<file path="config.mk">
export PLATFORM = sky130hd
export DESIGN_NAME = fgp_tx_top
export DESIGN_NICKNAME = d
export VERILOG_FILES = /design/src/source/fgp_tx_pkg.sv /design/src/source/packet_buffer_if.sv /design/src/source/eth_tx_framer.sv /design/src/source/fgp_tx_top.sv /design/src/source/packet_assembler.sv /design/src/source/packet_buffer.sv
export SDC_FILE = /design/constraint.sdc
export NUM_CORES = 1
export LEC_CHECK = 0
export BUFFER_PORTS_ARGS = -buffer_cell sky130_fd_sc_hd__clkbuf_2
export CAP_MARGIN = 15
export CORE_MARGIN = 2
export CORE_UTILIZATION = 36
export CTS_CLUSTER_DIAMETER = 80
export DETAILED_ROUTE_END_ITERATION = 7
export GPL_TIMING_DRIVEN = 0
export PLACE_DENSITY_LB_ADDON = 0.12
export SLEW_MARGIN = 20
export SYNTH_ARGS = -nofsm -noshare
export SYNTH_HDL_FRONTEND = slang
export SYNTH_SLANG_ARGS = --single-unit
</file>
<file path="constraint.sdc">
create_clock -name clk -period 4.3 [get_ports clk]
set_input_delay 0.86 -clock clk [delete_from_list [all_inputs] [get_ports clk]]
set_output_delay 0.86 -clock clk [all_outputs]
set_load 0.02 [all_outputs]
</file>
<file path="src/source/fgp_tx_pkg.sv">
package fgp_tx_pkg;

	// Packet geometry, one offset byte followed by the data bytes
	localparam int PACKET_LEN = 16;

	// One slot always stays empty so that head == tail means empty
	localparam int PB_QUEUE_LEN = 4;
	localparam int PB_RAM_SIZE = PACKET_LEN * PB_QUEUE_LEN;

	typedef logic [$clog2(PACKET_LEN)-1:0] byte_idx_t;
	typedef logic [$clog2(PB_QUEUE_LEN)-1:0] slot_t;

	// Buffer address, seen either as a plain RAM index or as slot and byte
	typedef union packed {
		logic [$clog2(PB_RAM_SIZE)-1:0] flat;
		struct packed {
			slot_t     slot;
			byte_idx_t idx;
		} fields;
	} pb_addr_u;

	// Frame lead-in
	localparam logic [7:0] PREAMBLE_BYTE = 8'h55;
	localparam int PREAMBLE_LEN = 7;
	localparam logic [7:0] SFD_BYTE = 8'hD5;

	// Sent high byte first
	localparam logic [15:0] ETHERTYPE_FGP = 16'h88B5;

	// Preamble, SFD, EtherType and the packet itself
	localparam int FRAME_BYTES = PREAMBLE_LEN + 1 + 2 + PACKET_LEN;

	// RMII moves two bits per clock
	localparam int DIBITS_PER_BYTE = 4;

endpackage

</file>
<file path="src/source/packet_buffer_if.sv">
`timescale 1ns/1ps

// Write side, from the packet assembler into the packet RAM
interface pb_write_if
	import fgp_tx_pkg::*;
();

	logic      we;
	byte_idx_t byte_idx;
	logic [7:0] wdata;
	// Comes together with the write of the last byte of a packet
	logic      commit;

	modport assembler (
		output we,
		output byte_idx,
		output wdata,
		output commit
	);

	modport buffer (
		input we,
		input byte_idx,
		input wdata,
		input commit
	);

endinterface

// Read side, from the head slot of the packet RAM into the framer
interface pb_read_if
	import fgp_tx_pkg::*;
();

	// Level, at least one packet is queued
	logic      pending;
	// Valid one cycle after rd
	logic [7:0] rdata;
	logic      rd;
	byte_idx_t rd_idx;
	// Pulse at the end of a frame, frees the head slot
	logic      release_slot;

	modport buffer (
		output pending,
		output rdata,
		input  rd,
		input  rd_idx,
		input  release_slot
	);

	modport framer (
		input  pending,
		input  rdata,
		output rd,
		output rd_idx,
		output release_slot
	);

endinterface

</file>
<file path="src/source/eth_tx_framer.sv">
`timescale 1ns/1ps

module eth_tx_framer
	import fgp_tx_pkg::*;
(
	input  logic       clk,
	input  logic       rst,
	pb_read_if.framer  rd,
	output logic       tx_en,
	output logic [1:0] txd
);

	localparam logic [2:0] ST_IDLE     = 3'd0;
	localparam logic [2:0] ST_PREAMBLE = 3'd1;
	localparam logic [2:0] ST_SFD      = 3'd2;
	localparam logic [2:0] ST_ETYPE    = 3'd3;
	localparam logic [2:0] ST_PAYLOAD  = 3'd4;
	localparam logic [2:0] ST_GAP      = 3'd5;

	// Byte positions inside the frame
	localparam int SFD_POS = PREAMBLE_LEN;
	localparam int ETYPE_POS = PREAMBLE_LEN + 1;
	localparam int PAYLOAD_POS = PREAMBLE_LEN + 3;

	localparam int POS_W = $clog2(FRAME_BYTES + 1);
	localparam int DIB_W = $clog2(DIBITS_PER_BYTE);
	localparam int GAP_LEN = 2;

	logic [2:0]       state;
	logic [2:0]       next_state;
	logic [POS_W-1:0] byte_pos;
	logic [POS_W-1:0] next_pos;
	logic [DIB_W-1:0] dibit;
	logic [7:0]       shreg;
	logic [7:0]       next_byte;
	logic             byte_end;
	logic             release_q;

	assign byte_end = dibit == DIB_W'(DIBITS_PER_BYTE - 1);
	assign next_pos = byte_pos + 1'b1;

	// Which byte follows the current one, and in which state
	always_comb begin
		next_byte = PREAMBLE_BYTE;
		next_state = ST_PREAMBLE;
		if (next_pos == POS_W'(SFD_POS)) begin
			next_byte = SFD_BYTE;
			next_state = ST_SFD;
		end else if (next_pos == POS_W'(ETYPE_POS)) begin
			next_byte = ETHERTYPE_FGP[15:8];
			next_state = ST_ETYPE;
		end else if (next_pos == POS_W'(ETYPE_POS + 1)) begin
			next_byte = ETHERTYPE_FGP[7:0];
			next_state = ST_ETYPE;
		end else if (next_pos == POS_W'(FRAME_BYTES)) begin
			next_state = ST_GAP;
		end else if (next_pos >= POS_W'(PAYLOAD_POS)) begin
			next_byte = rd.rdata;
			next_state = ST_PAYLOAD;
		end
	end

	// Fetch on the third dibit so the byte is ready exactly at the byte boundary
	assign rd.rd = (state == ST_ETYPE || state == ST_PAYLOAD)
		&& dibit == DIB_W'(DIBITS_PER_BYTE - 2)
		&& next_pos >= POS_W'(PAYLOAD_POS)
		&& next_pos < POS_W'(FRAME_BYTES);
	assign rd.rd_idx = byte_idx_t'(next_pos - POS_W'(PAYLOAD_POS));
	assign rd.release_slot = release_q;

	always_ff @(posedge clk) begin
		if (rst) begin
			state <= ST_IDLE;
			byte_pos <= '0;
			dibit <= '0;
			release_q <= 1'b0;
		end else begin
			release_q <= 1'b0;
			case (state)
				ST_IDLE: begin
					if (rd.pending) begin
						state <= ST_PREAMBLE;
						byte_pos <= '0;
						dibit <= '0;
					end
				end
				ST_GAP: begin
					if (dibit == DIB_W'(GAP_LEN - 1)) begin
						state <= ST_IDLE;
						dibit <= '0;
					end else begin
						dibit <= dibit + 1'b1;
					end
				end
				default: begin
					// Wraps back to zero at the end of each byte
					dibit <= dibit + 1'b1;
					if (byte_end) begin
						byte_pos <= next_pos;
						state <= next_state;
						if (next_state == ST_GAP) begin
							release_q <= 1'b1;
						end
					end
				end
			endcase
		end
	end

	// Dibit shifter, LSB pair goes out first
	always_ff @(posedge clk) begin
		if (state == ST_IDLE) begin
			shreg <= PREAMBLE_BYTE;
		end else if (byte_end) begin
			shreg <= next_byte;
		end else begin
			shreg <= {2'b00, shreg[7:2]};
		end
	end

	assign tx_en = state != ST_IDLE && state != ST_GAP;
	assign txd = tx_en ? shreg[1:0] : 2'b00;

endmodule

</file>
<file path="src/source/fgp_tx_top.sv">
`timescale 1ns/1ps

module fgp_tx_top #(
	parameter int IDLE_LIMIT = 64
) (
	input  logic       clk,
	input  logic       rst,
	// Host byte stream, one byte per strobe
	input  logic       rx_valid,
	input  logic [7:0] rx_data,
	// RMII transmit
	output logic       tx_en,
	output logic [1:0] txd
);

	pb_write_if wr_if ();
	pb_read_if  rd_if ();

	// Host bytes into fixed-length packets
	packet_assembler #(
		.IDLE_LIMIT(IDLE_LIMIT)
	) u_assembler (
		.clk      (clk),
		.rst      (rst),
		.rx_valid (rx_valid),
		.rx_data  (rx_data),
		.wr       (wr_if.assembler)
	);

	// Ring of packet slots
	packet_buffer u_buffer (
		.clk (clk),
		.rst (rst),
		.wr  (wr_if.buffer),
		.rd  (rd_if.buffer)
	);

	// Queued packets out as RMII frames
	eth_tx_framer u_framer (
		.clk   (clk),
		.rst   (rst),
		.rd    (rd_if.framer),
		.tx_en (tx_en),
		.txd   (txd)
	);

endmodule

</file>
<file path="src/source/packet_assembler.sv">
`timescale 1ns/1ps

module packet_assembler
	import fgp_tx_pkg::*;
#(
	parameter int IDLE_LIMIT = 64
) (
	input  logic       clk,
	input  logic       rst,
	input  logic       rx_valid,
	input  logic [7:0] rx_data,
	pb_write_if.assembler wr
);

	localparam int IDLE_W = $clog2(IDLE_LIMIT);

	byte_idx_t         byte_idx;
	logic [IDLE_W-1:0] idle_cnt;
	logic              last_byte;
	logic              idle_expired;

	assign last_byte = byte_idx == byte_idx_t'(PACKET_LEN - 1);

	// Only a partly received packet can time out
	assign idle_expired = !rx_valid && byte_idx != '0
		&& idle_cnt == IDLE_W'(IDLE_LIMIT - 1);

	// Every received byte goes straight into the buffer at the current index
	assign wr.we = rx_valid;
	assign wr.byte_idx = byte_idx;
	assign wr.wdata = rx_data;
	assign wr.commit = rx_valid && last_byte;

	always_ff @(posedge clk) begin
		if (rst) begin
			byte_idx <= '0;
		end else if (rx_valid) begin
			if (last_byte) begin
				byte_idx <= '0;
			end else begin
				byte_idx <= byte_idx + 1'b1;
			end
		end else if (idle_expired) begin
			// Drop the partial packet, the next byte starts a new one
			byte_idx <= '0;
		end
	end

	// Idle counter, counts quiet cycles in the middle of a packet
	always_ff @(posedge clk) begin
		if (rst) begin
			idle_cnt <= '0;
		end else if (rx_valid || byte_idx == '0 || idle_expired) begin
			idle_cnt <= '0;
		end else begin
			idle_cnt <= idle_cnt + 1'b1;
		end
	end

endmodule

</file>
<file path="src/source/packet_buffer.sv">
`timescale 1ns/1ps

module packet_buffer
	import fgp_tx_pkg::*;
(
	input  logic clk,
	input  logic rst,
	pb_write_if.buffer wr,
	pb_read_if.buffer  rd
);

	logic [7:0] ram [PB_RAM_SIZE];

	// Tail is the slot being filled, head the slot being sent
	slot_t    head;
	slot_t    tail;
	slot_t    tail_next;
	logic     full;
	pb_addr_u waddr;
	pb_addr_u raddr;

	assign tail_next = tail + 1'b1;

	// Advancing the tail onto the head would make the ring look empty
	assign full = tail_next == head;

	assign rd.pending = head != tail;

	always_comb begin
		waddr.fields.slot = tail;
		waddr.fields.idx = wr.byte_idx;
	end

	// Reads always come from the head slot
	always_comb begin
		raddr.fields.slot = head;
		raddr.fields.idx = rd.rd_idx;
	end

	always_ff @(posedge clk) begin
		if (wr.we) begin
			ram[waddr.flat] <= wr.wdata;
		end
	end

	// Registered read port, data follows the strobe by one cycle
	always_ff @(posedge clk) begin
		if (rd.rd) begin
			rd.rdata <= ram[raddr.flat];
		end
	end

	always_ff @(posedge clk) begin
		if (rst) begin
			tail <= '0;
		end else if (wr.commit && !full) begin
			tail <= tail_next;
		end
		// When full the tail stays put and the next packet overwrites this one
	end

	always_ff @(posedge clk) begin
		if (rst) begin
			head <= '0;
		end else if (rd.release_slot) begin
			head <= head + 1'b1;
		end
	end

endmodule

</file>
## After elaboration in Yosys (flattened, before gate mapping)

Memory sizes are Yosys's and may differ from the RTL's. A register that Yosys moved wholly into a read port is not among the register bits.
Index checks and enable logic that the tools add are counted.

- Register bits: 33
- RAM bits: 512
- Input port bits: 11
- Output and inout bits: 3
- Memories kept: 1

- $add $sub $neg: 7
- Magnitude comparators: 2
- Equality and inequality tests: 18
- Muxes and demuxes: 28
- Bitwise logic cells: 2
- Reductions and logical operators: 25

Memories:

| name | words | bits a word | rd ports | clocked after Yosys merged registers in | wr ports | RTL line | text |
|---|---|---|---|---|---|---|---|
| u_buffer.ram | 64 | 8 | 1 | 1 | 1 | packet_buffer.sv:12 | `logic [7:0] ram [PB_RAM_SIZE];` |

Operators by type and width:

| kind | count |
|---|---|
| 8-bit two-way mux | 5 |
| 3-bit two-way mux | 8 |
| 4-bit two-way mux | 3 |
| 5-bit by 4-bit equality test with 1-bit output (second input constant) | 2 |
| 5-bit two-way mux | 2 |
| 5-bit one-hot mux with 2 select lines | 1 |
| 3-bit equality test (second input constant) | 3 |
| 1-bit logical AND | 8 |
| 7-bit two-way mux | 1 |
| 2-bit by 1-bit adder with 2-bit output (second input constant) | 3 |
| 6-bit by 1-bit adder with 6-bit output (second input constant) | 1 |
| 6-bit equality test (second input constant) | 1 |
| 2-bit two-way mux | 3 |
| 3-bit one-hot mux with 2 select lines | 1 |
| 3-bit AND reduction | 2 |
| 3-bit nonzero test | 2 |
| 5-bit by 1-bit adder with 5-bit output (second input constant) | 1 |
| 5-bit by 3-bit equality test with 1-bit output (second input constant) | 1 |
| 5-bit equality test (second input constant) | 1 |
| 5-bit by 4-bit >= comparator with 1-bit output (second input constant) | 1 |
| 5-bit < comparator (second input constant) | 1 |
| 4-bit by 1-bit adder with 4-bit output (second input constant) | 1 |
| 2-bit equality test (second input constant) | 2 |
| 4-bit equality test (second input constant) | 1 |
| other kinds (19) | 27 |

## Longest topological paths before layout

- Word-level depth: 9
- Depth in mapped cells: 15

## Modules after synthesis

A second synthesis with hierarchy kept.

- Cells, all modules: 1184
- Area, all modules: 22241.3 µm²

Modules (own cells, without submodules):

| module | times used | cells an instance | area each (µm²) | sequential area each (µm²) |
|---|---|---|---|---|
| packet_buffer | 1 | 946 | 20295.7 | 15695.1 |
| eth_tx_framer | 1 | 174 | 1393.8 | 380.4 |
| packet_assembler | 1 | 64 | 551.8 | 200.2 |

## Least setup slack after synthesis

No wires, ideal clock.

- Path kind: flip-flop to flip-flop
- From: reg u_framer.byte_pos[0]
- To: reg u_buffer.rd.rdata[0], read port of u_buffer.ram (data pin)
- Library setup time: 0.272 ns
- Arrival: 3.514 ns
- Data required time: 4.028 ns
- Slack: 0.514 ns
- Stages on the path, launching flop included: 16
- Path buffers: 6
- Period minus slack after synthesis: 3.786 ns
- Path through: dfxtp_1 buf_6 buf_6 inv_1 ha_1 buf_2 buf_4 buf_2 inv_1 ha_1 xnor2_1 xnor2_2 buf_2 mux2i_1 o22ai_1 or4_1

- Longest elaborated chain between the ends: 4
- Elaborated cells on any way between the ends: 6

RTL lines:

| item | RTL line | text |
|---|---|---|
| from (decl) | eth_tx_framer.sv:31 | `logic [POS_W-1:0] byte_pos;` |
| from (signal assigned) | eth_tx_framer.sv:99 | `byte_pos <= next_pos;` |
| 5-bit by 1-bit adder with 5-bit output * | eth_tx_framer.sv:40 | `assign next_pos = byte_pos + 1'b1;` |
| 5-bit by 4-bit >= comparator with 1-bit output | eth_tx_framer.sv:66 | `&& next_pos >= POS_W'(PAYLOAD_POS)` |
| 1-bit logical AND | eth_tx_framer.sv:66 |  |
| 1-bit logical AND | eth_tx_framer.sv:67 | `&& next_pos < POS_W'(FRAME_BYTES);` |
| to (decl) | packet_buffer_if.sv:46 | `output rdata,` |

Every way passes the cells marked *; elsewhere a longest branch is shown, timed or not.
A chain may end at the register's enable or synchronous reset.

## Worst setup path in the final report

- From: reg u_framer.byte_pos[0]
- To: reg u_buffer.rd.rdata[6], read port of u_buffer.ram (data pin)

Same word-level chain as after synthesis.

==> summary.md <==
| Metric | Value |
|---|---|
| Top-Level Pins | `14` |
| CTS max path bufs | `3` |
| Top post-synthesis cells by area | `edfxtp_1 (71%), mux4_2 (12%), dfxtp_1 (3.0%), mux2i_1 (2.9%), nor2_1 (1.6%)` |
| IO Port Bufs | `13` |
| Register area | `about 16000 µm²` |
| Slew HR | `25.7%` |
| GP Congestion | `roughly 0.85` |
| Synth warn | `0` |
| Clk sinks | `roughly 550` |
| Setup crit end | `u_buffer.rd.rdata[6]$_DFFE_PP_` |
| Status | `finished clean` |
| Post-CTS Hold Buffers | `0` |
| Most frequent cells in the layout | `edfxtp_1 (520), mux4_2 (120), nor2_1 (94)` |
| Die area | `63100 µm²` |
| Hold Fails Final Rpt | `0` |
| Area of the multi-input gates | `5600 µm²` |
| Clock tree from TritonCTS | `done` |
| N_diodes | `0` |
| Most common cell after layout, fill and taps aside | `edfxtp_1` |
| WS Path Type | `reg -> reg` |
| Static Leak | `about 7.8 nW` |
| Min Tclk post-route | `roughly 4100 ps` |
| Post-Route WL | `52300 µm` |
| Placed Area | `roughly 23000 µm²` |
| Hold crit path type | `reg -> reg` |
| Post-Syn Area | `22000 µm²` |
| Setup violators final | `0` |
| Routed len/inst | `roughly 26 µm` |
| Pwr per Cell Area | `between 400 and 500 nW/µm²` |
| Starting DRC count in detailed routing | `967` |
| Skew-Pair Late Insertion Delay | `620 ps` |
| First-pass GRT wire length | `between 70000 and 80000 µm` |
| Initial antenna violation count | `0` |
| Crit end category | `flip-flop` |
| Synth top area share | `71.0%` |
| Share of the yosys chip area belonging to registers | `74.0%` |
| Root buf cell | `clkbuf_16` |
| Worst-Margin Slew | `1110 ps` |
| Vias in the first global route | `11142` |
| Ys flop type | `edfxtp_1` |
| CP Data Required Time | `4640 ps` |
| Vias | `10671` |
| DRT Pass-1 Iters | `5` |
| Max-slew violation count | `0` |
| Final net count | `between 1000 and 1500` |
| Area grow syn2layout | `15.2%` |
| Largest net degree at the start of global routing | `65` |
| Reg2reg setup slack | `210 ps` |
| Worst r2r path cells | `15` |
| CTS H-tree lvls | `2` |
| Mean post-synth cell area | `between 15 and 20 µm²` |
| CP Launch Point | `u_framer.byte_pos[0]$_SDFFE_PP0P_` |
| Cell count after synthesis | `roughly 1100` |
| Placeable Area | `60400 µm²` |
| #FFs+latches synth | `approximately 550` |
| Yosys cell types | `58` |
| Synthesized Nets | `roughly 1200` |
| Fmax | `245 MHz` |
| Drt via density | `5.25` |
| Yosys top cell by area | `edfxtp_1` |
| Die H | `251 µm` |
| Total track usage | `approximately 17%` |
| Total CTS buffers | `58` |
| Final instance area | `25400 µm²` |
| Site row count | `90` |
| Hpwl dp | `33400 µm` |
| CP arrival | `4430 ps` |
| DR DRC count | `0` |
| Worst clock skew | `16.0 ps` |
| Hold Slack | `457 ps` |
| Routed Antenna Nets | `0` |
| CP Launch Type | `flip-flop` |
| Chip width | `about 250 µm` |
| RR Startpoint | `u_framer.byte_pos[0]$_SDFFE_PP0P_` |
| GR Overflow Total | `0` |
| Layout cells sized above 1 | `23.5%` |
| CP max FO | `17` |
| Clock slew at the register clock pins of the worst setup and hold paths | `approximately 60 ps` |
| RSZ-0062 raised after global routing | `no` |
| Post-synth EDFFs | `520` |
| Fill count | `around 5300` |
| Crit share post-route | `95.1%` |
| RR Endpoint | `u_buffer.rd.rdata[6]$_DFFE_PP_` |
| Synth async-reset ratio | `0%` |
| Max-cap violations | `0` |
| Starting Density | `36.5%` |
| Tot Pwr | `11.2 mW` |
| Max IR drop VDD | `0.277 mV` |
-- worst min path at each step --
stage,start,endpoint,cells after the start,slack [ps]
after detailed placement,u_assembler.idle_cnt[0]$_SDFF_PP0_,u_assembler.idle_cnt[0]$_SDFF_PP0_,1,440
after floorplan,u_framer.shreg[3]$_SDFF_PP0_,u_framer.shreg[1]$_SDFF_PP0_,2,400
after global placement,u_assembler.idle_cnt[0]$_SDFF_PP0_,u_assembler.idle_cnt[0]$_SDFF_PP0_,1,430
after global routing,u_assembler.idle_cnt[0]$_SDFF_PP0_,u_assembler.idle_cnt[0]$_SDFF_PP0_,1,490
after CTS,u_assembler.idle_cnt[0]$_SDFF_PP0_,u_assembler.idle_cnt[0]$_SDFF_PP0_,1,460
final,u_assembler.idle_cnt[0]$_SDFF_PP0_,u_assembler.idle_cnt[0]$_SDFF_PP0_,1,460
-- Yosys cell counts (5+ instances only) --
master,instances
a21oi_1,16
and3_1,7
buf_2,15
buf_6,7
clkbuf_1,25
dfxtp_1,33
edfxtp_1,520
ha_1,17
inv_1,14
mux2i_1,64
mux4_1,8
mux4_2,120
nand2_1,25
nand2b_1,5
nand3_1,18
nand3b_1,7
nor2_1,94
o21ai_0,9
o22ai_1,32
or3_1,10
or4_1,8
xnor2_1,7
xor2_1,5
-- repair_timing --
item / in CTS / in global routing
endpoints found under the setup margin: 16 / 8
resized for setup: 59 / 8
pin swaps: 2 / 1
setup buffers: 2 / 0
endpoints found under the hold margin: 0 / 0
-- sequential cells by signal (all words and copies together) (netlist names) --
name	count
u_framer.rd.release_slot	1
u_assembler.wr.byte_idx	4
u_buffer.tail	2
u_framer.dibit	2
u_buffer.head	2
u_assembler.idle_cnt	6
u_buffer.rd.rdata	8
u_framer.byte_pos	5
u_buffer.ram	512
u_framer.state	3
u_framer.shreg	8
-- cell type report --
type                    count  area share, %
clock buffers              75           6.27
flip-flops and latches    553           64.2
repair buffers             17          0.602
plain buffers              53           1.44
clock inverters            35           1.37
well taps                 782           3.86
inverters                  14          0.207
multi-input cells         503           22.1
-- cell families (layout without fill, tap and decap cells) --
logic type / Yosys count / after routing / synth area share (%)
adders and majority gates: 17 / 17 / 0.967
DFF: 553 / 553 / 74.0
and+or+nand+nor: 195 / 195 / 4.21
AOI/OAI and AO/OA: 86 / 86 / 2.60
buffers and inverters: 68 / 194 / 1.56
muxes: 192 / 192 / 16.1
xor gates and xnor gates: 13 / 13 / 0.552
-- critical path, cell delays in order (launching register included) --
cell     delay [ps]
dfxtp_2         380
buf_12          200
inv_1           110
ha_1            350
buf_6           190
buf_8           180
buf_6           190
inv_1           130
ha_2            250
xnor2_2         250
xnor2_4         160
buf_12          180
buf_6           210
mux2i_2         310
o22ai_1         130
or4_1           580
-- through the flow --
step	setup WS, ps	utilization, %	TNS, ps	std cells
after floorplan	514	-	0	1124
after global placement	-1290	38.2	-9600	1919
after detailed placement	-1330	38.3	-10130	1921
after CTS	65.1	42.0	0	2032
after global routing	10.8	42.0	0	2032
final	212	42.0	0	2032
-- layer usage --
layer,track usage (%),part of all wire [%]
met5,0,0
met4,5.15,2.7
met3,3.00,4.8
met2,25.2,45
met1,25.1,48
-- where the power goes --
group	internal [mW]	switching (mW)	total, mW
Combinational	0.0342	0.145	0.179
Sequential	5.90	0.00958	5.91
Clock	3.02	2.09	5.10
Total	8.95	2.24	11.2
Power figures use the tool's default switching activity.
